File: src/thread_pkg.sv
// Barrel scheduler definitions
// Thread count and thread number type

`default_nettype none

package thread_pkg;

    // ------------------------------
    // Threading
    // ------------------------------

    // Number of hardware threads, issued round-robin
    localparam int THREAD_COUNT = 8;

    // Enough bits to name every thread
    localparam int THREAD_WIDTH = 3;

    // One thread number
    typedef logic [THREAD_WIDTH-1:0] thread_t;

endpackage : thread_pkg

`default_nettype wire

File: src/alu_word_pkg.sv
// ALU datapath definitions
// Word and address types, S write address, result and feedback structs

`default_nettype none

package alu_word_pkg;

    // ------------------------------
    // Widths
    // ------------------------------

    // One ALU word
    localparam int WORD_WIDTH = 36;

    // Data write address (db)
    localparam int ADDR_WIDTH = 10;

    typedef logic [WORD_WIDTH-1:0] word_t;
    typedef logic [ADDR_WIDTH-1:0] addr_t;

    // ------------------------------
    // Memory map
    // ------------------------------

    // Single data address that lands in the S register
    // No range decode, one location only
    localparam addr_t S_WRITE_ADDR = 10'h3E8;

    // ------------------------------
    // Structs
    // ------------------------------

    // One item from the ALU, one per cycle
    typedef struct packed {
        // Instruction not stalled on I/O
        logic  io_ready;
        // Instruction annulled
        logic  cancel;
        // Write address of rb
        addr_t db;
        // First result, becomes R
        word_t ra;
        // Second result, candidate for S
        word_t rb;
    } alu_result_t;

    // Returned to the forward path four cycles later
    typedef struct packed {
        // Previous ra
        word_t             r;
        // R is all zeros
        logic              r_zero;
        // Sign bit of R
        logic              r_negative;
        // Stored S of this thread, before this item's write
        word_t             s;
        // Thread owning this item
        thread_pkg::thread_t thread;
    } feedback_t;

endpackage : alu_word_pkg

`default_nettype wire

File: src/alu_feedback_path.sv
// ALU result feedback path, top level
// Input stage, S register file and R flag stage in parallel, output stage

`default_nettype none

module alu_feedback_path (
    input  logic                      clock,
    input  logic                      rst_n,
    input  alu_word_pkg::alu_result_t result,
    output alu_word_pkg::feedback_t   feedback
);

    // ------------------------------
    // Stage 1 signals
    // ------------------------------

    alu_word_pkg::alu_result_t stage1;
    logic                      s_wren;

    // ------------------------------
    // Stage 0 signals
    // ------------------------------

    alu_word_pkg::word_t s_word;
    thread_pkg::thread_t s_thread;
    alu_word_pkg::word_t r_word;
    logic                zero;
    logic                negative;

    // Two cycles, inputs to stage 1
    result_input_stage u_input (
        .clock    (clock),
        .rst_n    (rst_n),
        .result   (result),
        .stage1   (stage1),
        .s_wren   (s_wren)
    );

    // S path, rb written per thread
    s_register_file u_s_file (
        .clock      (clock),
        .rst_n      (rst_n),
        .s_wren     (s_wren),
        .write_data (stage1.rb),
        .s_word     (s_word),
        .s_thread   (s_thread)
    );

    // R path, ra with flags
    r_flag_stage u_r_flags (
        .clock    (clock),
        .rst_n    (rst_n),
        .ra       (stage1.ra),
        .r_word   (r_word),
        .zero     (zero),
        .negative (negative)
    );

    // Last register, four cycles in total
    feedback_output_stage u_output (
        .clock    (clock),
        .rst_n    (rst_n),
        .r_word   (r_word),
        .zero     (zero),
        .negative (negative),
        .s_word   (s_word),
        .s_thread (s_thread),
        .feedback (feedback)
    );

endmodule : alu_feedback_path

`default_nettype wire

File: src/feedback_output_stage.sv
// Feedback output stage
// Packs R, flags, S and thread into one struct and registers it

`default_nettype none

module feedback_output_stage (
    input  logic                      clock,
    input  logic                      rst_n,
    input  alu_word_pkg::word_t       r_word,
    input  logic                      zero,
    input  logic                      negative,
    input  alu_word_pkg::word_t       s_word,
    input  thread_pkg::thread_t       s_thread,
    output alu_word_pkg::feedback_t   feedback
);

    // ------------------------------
    // Merge
    // ------------------------------

    // Both parts are one cycle deep, no alignment needed
    alu_word_pkg::feedback_t merged;

    always_comb begin
        merged.r          = r_word;
        merged.r_zero     = zero;
        merged.r_negative = negative;
        merged.s          = s_word;
        // Thread counter lives with S storage
        merged.thread     = s_thread;
    end

    // ------------------------------
    // Output register
    // ------------------------------

    // Sync point toward the forward path
    // All fields zero while in reset
    always_ff @(posedge clock) begin
        if (!rst_n) begin
            feedback <= '0;
        end else begin
            feedback <= merged;
        end
    end

endmodule : feedback_output_stage

`default_nettype wire

File: src/r_flag_stage.sv
// R flag stage
// Zero and negative flags of ra, registered together with R

`default_nettype none

module r_flag_stage (
    input  logic                clock,
    input  logic                rst_n,
    input  alu_word_pkg::word_t ra,
    output alu_word_pkg::word_t r_word,
    output logic                zero,
    output logic                negative
);

    // ------------------------------
    // Flag logic
    // ------------------------------

    logic zero_raw;
    logic negative_raw;

    always_comb begin
        // Reduction over every bit
        zero_raw     = ~|ra;
        // Two's complement sign
        negative_raw = ra[alu_word_pkg::WORD_WIDTH-1];
    end

    // ------------------------------
    // Output register
    // ------------------------------

    // R and its flags leave in the same cycle
    always_ff @(posedge clock) begin
        if (!rst_n) begin
            r_word   <= '0;
            zero     <= 1'b0;
            negative <= 1'b0;
        end else begin
            r_word   <= ra;
            zero     <= zero_raw;
            negative <= negative_raw;
        end
    end

endmodule : r_flag_stage

`default_nettype wire

File: src/result_input_stage.sv
// Input register pair for the ALU results
// S write enable decode from strobes and db

`default_nettype none

module result_input_stage (
    input  logic                      clock,
    input  logic                      rst_n,
    input  alu_word_pkg::alu_result_t result,
    output alu_word_pkg::alu_result_t stage1,
    output logic                      s_wren
);

    // ------------------------------
    // First input register
    // ------------------------------

    // Item as captured from the ALU
    alu_word_pkg::alu_result_t stage2;

    always_ff @(posedge clock) begin
        if (!rst_n) begin
            // io_ready low here blocks any S write
            stage2 <= '0;
        end else begin
            stage2 <= result;
        end
    end

    // ------------------------------
    // Write decision
    // ------------------------------

    // Real instruction, neither cancelled nor waiting on I/O
    logic not_nop;
    // db hits the S location
    logic s_hit;
    logic s_wren_next;

    always_comb begin
        not_nop     = stage2.io_ready && !stage2.cancel;
        s_hit       = (stage2.db == alu_word_pkg::S_WRITE_ADDR);
        s_wren_next = not_nop && s_hit;
    end

    // ------------------------------
    // Second input register
    // ------------------------------

    // Enable travels with its item so both arrive in stage 1
    always_ff @(posedge clock) begin
        if (!rst_n) begin
            stage1 <= '0;
            s_wren <= 1'b0;
        end else begin
            stage1 <= stage2;
            s_wren <= s_wren_next;
        end
    end

endmodule : result_input_stage

`default_nettype wire

File: src/s_register_file.sv
// Per-thread S storage
// Round-robin thread counter, write port, read port one thread ahead

`default_nettype none

module s_register_file (
    input  logic                        clock,
    input  logic                        rst_n,
    input  logic                        s_wren,
    input  alu_word_pkg::word_t         write_data,
    output alu_word_pkg::word_t         s_word,
    output thread_pkg::thread_t         s_thread
);

    // ------------------------------
    // Thread counter
    // ------------------------------

    // Reset values chosen so that stage 1 of the first item after reset
    // sees thread 0 two cycles later
    localparam thread_pkg::thread_t CURRENT_INIT =
        thread_pkg::THREAD_WIDTH'(thread_pkg::THREAD_COUNT - 2);
    localparam thread_pkg::thread_t NEXT_INIT =
        thread_pkg::THREAD_WIDTH'(thread_pkg::THREAD_COUNT - 1);
    localparam thread_pkg::thread_t LAST_THREAD =
        thread_pkg::THREAD_WIDTH'(thread_pkg::THREAD_COUNT - 1);

    // Thread of the item now in stage 1
    thread_pkg::thread_t current_thread;
    // Thread of the item entering stage 1 next cycle
    thread_pkg::thread_t next_thread;

    always_ff @(posedge clock) begin
        if (!rst_n) begin
            current_thread <= CURRENT_INIT;
            next_thread    <= NEXT_INIT;
        end else begin
            // Wrap explicitly, count need not be a power of two
            if (current_thread == LAST_THREAD) begin
                current_thread <= '0;
            end else begin
                current_thread <= current_thread + 1'b1;
            end
            if (next_thread == LAST_THREAD) begin
                next_thread <= '0;
            end else begin
                next_thread <= next_thread + 1'b1;
            end
        end
    end

    // ------------------------------
    // Storage and write port
    // ------------------------------

    // One S word per thread
    alu_word_pkg::word_t s_mem [thread_pkg::THREAD_COUNT];

    always_ff @(posedge clock) begin
        if (!rst_n) begin
            // S reads zero until first written
            for (int i = 0; i < thread_pkg::THREAD_COUNT; i++) begin
                s_mem[i] <= '0;
            end
        end else if (s_wren) begin
            s_mem[current_thread] <= write_data;
        end
    end

    // ------------------------------
    // Read port
    // ------------------------------

    // Prefetch of the next thread's entry
    // Lands in step with that thread's item reaching stage 1
    // Its own write comes one edge later, so this is old data
    alu_word_pkg::word_t read_data;

    always_ff @(posedge clock) begin
        if (!rst_n) begin
            read_data <= '0;
        end else begin
            read_data <= s_mem[next_thread];
        end
    end

    // Output register, same depth as the R flag stage
    always_ff @(posedge clock) begin
        if (!rst_n) begin
            s_word   <= '0;
            s_thread <= '0;
        end else begin
            s_word   <= read_data;
            s_thread <= current_thread;
        end
    end

endmodule : s_register_file

`default_nettype wire

File: config.mk
export PLATFORM = sky130hd
export DESIGN_NAME = alu_feedback_path
export DESIGN_NICKNAME = d
export VERILOG_FILES = /design/src/thread_pkg.sv /design/src/alu_word_pkg.sv /design/src/alu_feedback_path.sv /design/src/feedback_output_stage.sv /design/src/r_flag_stage.sv /design/src/result_input_stage.sv /design/src/s_register_file.sv
export SDC_FILE = /design/constraint.sdc
export NUM_CORES = 1
export LEC_CHECK = 0
export ABC_AREA = 1
export BUFFER_PORTS_ARGS = -buffer_cell sky130_fd_sc_hd__buf_2
export CORE_UTILIZATION = 45
export DETAILED_ROUTE_END_ITERATION = 8
export GPL_TIMING_DRIVEN = 1
export MAX_ROUTING_LAYER = met4
export PLACE_DENSITY = 0.73
export SLEW_MARGIN = 40
export SYNTH_ARGS = -nofsm -noshare
export SYNTH_HDL_FRONTEND = slang
export SYNTH_SLANG_ARGS = --single-unit
File: constraint.sdc
create_clock -name clock -period 5.1 [get_ports clock]
set_input_delay 0 -clock clock [delete_from_list [all_inputs] [get_ports clock]]
set_output_delay 0 -clock clock [all_outputs]
set_load 0.01 [all_outputs]
== After elaboration in Yosys (flattened, before gate mapping) ==
Memories as Yosys holds them, arrays and structs flattened. A register that Yosys moved wholly into a read port is not among the register bits.
Index checks and enable logic that the tools add are counted.
Cells by class
  $add $sub $neg: 2
  equality and inequality tests: 3
  multiplexer cells: 9
  bitwise logic cells: 1
  reductions and logical operators: 8
Operators with widths (number)
  OR reduction 36 bit: 2
  2-to-1 mux 36 bit: 1
  equality test 10 bit, second input constant: 1
  2-to-1 mux 3 bit: 3
  adder 3 x 1 -> 3 bit, second input constant: 2
  equality test 3 bit, second input constant: 2
  2-to-1 mux 1 bit: 5
  logical NOT 1 bit: 3
  logical AND 1 bit: 2
  OR reduction 2 bit: 1
  inverter 1 bit: 1
Word-level totals
  register bits after elaboration: 317
  memory bits (writable): 288
  input port bits: 86
  logic and storage cells: 45
  memories kept: 1
Memories
  u_s_file.s_mem: depth 8, width 36, rd ports 1, clocked after memory_dff 1, wr ports 8, line s_register_file.sv:57  | alu_word_pkg::word_t s_mem [thread_pkg::THREAD_COUNT];

== Longest topological paths before layout ==
  depth in word-level cells: 5
  depth in mapped cells: 8
  gate-level depth less buffers: 6

== Cells and area by module ==
Synthesis repeated with hierarchy kept, for this count alone.
Unflattened totals
  cell total of the unflattened synthesis: 2722
  area, all modules: 24297.1 µm²
Modules (own cells, without submodules)
  s_register_file: times used 1, cells each 1797, area each 16010.4 µm², seq. area each 10269.8 µm²
  result_input_stage: times used 1, cells each 536, area each 4870.9 µm², seq. area each 3383.2 µm²
  feedback_output_stage: times used 1, cells each 240, area each 2233.4 µm², seq. area each 1541.5 µm²
  r_flag_stage: times used 1, cells each 149, area each 1182.4 µm², seq. area each 740.7 µm²

== Worst setup path after synthesis ==
OpenSTA, ideal clock, no wires.
  path type: reg-to-reg
  start: register u_input.s_wren
  end: memory u_s_file.s_mem[0][0] (netlist name) (enable)
  setup time: 0.394 ns
  arrival: 1.760 ns
  slack: 2.946 ns
  stages on the path, launching flop included: 6
  buffers on the path: 1
  path through: dfxtp_1 -> inv_1 -> nor3_4 -> nand2_2 -> buf_2 -> nand2_1
RTL lines
  start: declaration: line result_input_stage.sv:11  | output logic s_wren
  start signal: assignment: line result_input_stage.sv:57  | s_wren <= s_wren_next;
  end: declaration: line s_register_file.sv:57

==> tab_implementation.tex <==
\begin{tabular}{lr}
\hline
Metric & Value \\
\hline
\multicolumn{2}{l}{\textbf{STA}} \\
\quad Final cycle utilization of the critical path & 58.2\% \\
\quad Highest clock rate & 337 MHz \\
\quad Setup violation total in the final timing report & 0 \\
\quad Min Tclk post-route & 2.97 ns \\
\quad Post-route setup slack & 2.13 ns \\
\quad Number of hold-slack violations in the final timing report & 0 \\
\quad Setup TNS Final & 0 ns \\
\quad RSZ-0062 raised after global routing & no \\
\quad Worst Tran Pin Value & 0.816 ns \\
\quad Slew margin rel. & 45.4\% \\
\quad Max-slew violations & 0 \\
\quad Maximum clock skew at final layout & 0.0152 ns \\
\multicolumn{2}{l}{\textbf{Synthesis}} \\
\quad Net count of the mapped netlist & 2765 \\
\quad Cell count after synthesis & 2675 \\
\quad Sequential share of the synthesized area & 65.9\% \\
\quad Avg Inst Size Synth & 8.89 µm² \\
\quad Distinct cell type count of the synthesized netlist & 20 \\
\quad FF+latch count, synth & 639 \\
\quad Total of warnings raised by yosys & 0 \\
\quad Post-Synthesis Cell Area & 0.0238 mm² \\
\multicolumn{2}{l}{\textbf{Clock tree}} \\
\quad Total CTS buffers & 67 \\
\quad Clk buf depth & 3 \\
\quad TritonCTS clock tree & built \\
\quad CTS sink count & 639 \\
\quad Cts repair resizes & 0 \\
\quad Clock root buffer & clkbuf\_16 \\
\quad Clk Latency, worst-skew pair & 0.61 ns \\
\quad CTS clk-pin slew, worst paths & 0.06 ns \\
\quad H-tree depth reported by CTS & 3 \\
\multicolumn{2}{l}{\textbf{Drt}} \\
\quad Number of DRC markers in iteration 0 & 1234 \\
\quad Mean number of vias per cell & 4.51 \\
\quad Average detailed-routed wire length per instance & 14.1 µm \\
\quad Antenna viol nets, final & 0 \\
\quad First drt pass iteration count & 5 \\
\quad Final Routed Wirelength & 51500 µm \\
\quad Number of design rule violations left after detail routing & 0 \\
\quad Vias after detailed routing & 16435 \\
\multicolumn{2}{l}{\textbf{Floorplanning}} \\
\quad Floorplan row count & 83 \\
\quad Initial Util & 46.0\% \\
\quad DIE HEIGHT & 232 µm \\
\quad Total core area & 0.0517 mm² \\
\quad Io pins & 163 \\
\quad Die Outline Area & 0.0537 mm² \\
\quad Width of the die & 232 µm \\
\multicolumn{2}{l}{\textbf{Worst setup path}} \\
\quad Required time at the worst-slack endpoint & 5.39 ns \\
\quad Maximum fanout count along the critical path & 87 \\
\quad Signal arrival time at the worst endpoint & 3.26 ns \\
\quad Nature of the critical path startpoint & primary input \\
\quad Category of the critical setup timing path & primary input to register \\
\quad Sort of element at the end of the critical path & register \\
\multicolumn{2}{l}{\textbf{Run}} \\
\quad Max capacitance violation total & 0 \\
\multicolumn{2}{l}{\textbf{Finish}} \\
\quad Area growth syn-to-layout & 19.3\% \\
\quad Fraction of final layout cells with drive strength greater than 1 & 10.4\% \\
\quad Final net count & 2997 \\
\quad Layout fillers & 4470 \\
\multicolumn{2}{l}{\textbf{Power and ir drop}} \\
\quad Worst voltage drop across the vdd grid & 0.275 mV \\
\quad Power density of the placed cells & 418 mW/mm² \\
\quad Static Leak & 14.5 nW \\
\multicolumn{2}{l}{\textbf{Global route}} \\
\quad Wire length of the first global-routing pass & 81200 µm \\
\quad Global-route congestion overflow total & 0 \\
\quad Global routing usage summed across all routing layers & 19.9\% \\
\quad Pin count of the biggest net entering global routing & 114 \\
\quad Number of antenna violations at the first check in global routing & 2 \\
\quad Via count of the first global-routing pass & 15815 \\
\multicolumn{2}{l}{\textbf{Worst hold path}} \\
\quad Classification of the worst-slack hold path & primary input to register \\
\multicolumn{2}{l}{\textbf{Place}} \\
\quad Place WS & 2.08 ns \\
\quad RD Place Congestion & 0.843 \\
\quad Final HPWL from detailed placement & 30900 µm \\
\quad PortBufs & 162 \\
\multicolumn{2}{l}{\textbf{Outcome}} \\
\quad Run status & finished clean \\
\hline
\end{tabular}
## power breakdown
group / internal (mW) / total, mW / switching, mW
logic: 0.371 / 1.10 / 0.733
clock network: 2.95 / 4.98 / 2.02
registers: 5.63 / 5.76 / 0.134
total: 8.95 / 11.8 / 2.89
## cell usage in the layout, fill, tap and decap left out
cell             n
dfxtp_1        348
nand3b_1         1
clkinv_8         4
nand3_1        181
nor2_1         387
clkbuf_2         1
or2_2            5
nor3_1           3
clkbuf_16       71
edfxtp_1       288
dfxtp_4          1
clkinv_1         4
dfxtp_2          2
bufinv_16        4
clkbuf_1        16
inv_6            2
buf_4           17
nand2_1        683
buf_8            1
buf_6            2
buf_2          161
diode_2          2
inv_1          637
ha_1             4
inv_16           2
inv_2            1
inv_4            2
clkbuf_8        11
o21ai_0          1
nor2_4           1
nand4_1          2
buf_12           1
clkinv_2         8
dlygate4sd3_1   99
nor3_4           1
nand2_2         10
## through the flow
step                std cells  power (mW)  util [%]  area (µm²)  hold slack (ns)
finish                   3644        11.8      54.8       28400            0.110
floorplan                2675        6.55         -       23800           0.0976
detailed placement       3418        6.91      48.4       25000            0.183
global route             3644        12.3      54.8       28400            0.113
global placement         3418        6.88      48.4       25000            0.182
CTS                      3641        11.9      54.8       28300           0.0718
## metal layers
| metal | wire length, µm | part of all wire, % | vias to the layer above | track usage (%) |
|---|---|---|---|---|
| li1 | - | - | 8309 | - |
| met1 | 19800 | 38 | 7520 | 21.9 |
| met2 | 27000 | 52 | 463 | 34.8 |
| met3 | 2420 | 4.7 | 143 | 3.01 |
| met4 | 2310 | 4.5 | 0 | 10.6 |
| met5 | 0 | 0 | - | - |
## Yosys cell counts (all sizes together)
cell,count,area (µm²)
o21ai,1,5.00
nand4,2,12.5
edfxtp,288,8650
nand2,693,2620
nand3,181,906
nand3b,1,7.51
or2,5,31.3
nor2,388,1460
ha,4,50.1
inv,639,2400
buf,95,482
clkbuf,23,86.3
nor3,4,31.3
dfxtp,351,7030
## cell type report
| cell class | count | area [µm²] | area share, % |
|---|---|---|---|
| antenna | 2 | 5.00 | 0.0177 |
| clock buffer | 99 | 1990 | 7.03 |
| clock inverter | 25 | 305 | 1.08 |
| inverter | 639 | 2400 | 8.46 |
| multi-input combinational | 1279 | 5130 | 18.1 |
| sequential | 639 | 15700 | 55.3 |
| tap | 680 | 851 | 3.00 |
| timing repair buffer | 281 | 1980 | 6.99 |
## logic make-up after synthesis
kind of cell	Yosys count	synth area share [%]
AND/OR/NAND/NOR	1274	21.3
buffers and inverters	757	12.5
adder cells (fa/ha/maj)	4	0.211
flip-flops	639	65.9
AO/OA/AOI/OAI	1	0.0210
## state kept, by name, indices dropped and copies added, names as in the netlist
register / cells
u_input.stage2: 84
u_r_flags.negative: 1
u_s_file.s_word: 36
u_r_flags.r_word: 35
u_r_flags.zero: 1
u_s_file.current_thread: 3
u_s_file.next_thread: 3
u_output.feedback: 76
u_input.s_wren: 1
u_input.stage1: 72
u_s_file.s_thread: 3
u_s_file.s_mem: 288
u_s_file.read_data: 36
## worst max-delay path, stage by stage
cell,delay (ns)
dlygate4sd3_1,0.56
buf_8,0.43
inv_1,0.27
nor3_4,0.29
nand2_2,0.46
nand2_1,0.79
buf_4,0.39
## repair_timing
item | CTS | global route
hold buffers | 99 | 0
hold endpoints to repair | 149 | 0
setup buffers | 0 | 0
## final timing paths
check,start,to,slack (ns),depth (start not counted)
max,rst_n,u_s_file.s_mem[6][2],2.13,7
min,result[23],u_input.stage2[23],0.11,4
max reg2reg,u_s_file.next_thread[0],u_s_file.read_data[0],2.34,7
min reg2reg,u_input.stage2[6],u_input.stage1[6],0.40,2
No activity file was read; power rests on OpenSTA's default activity.
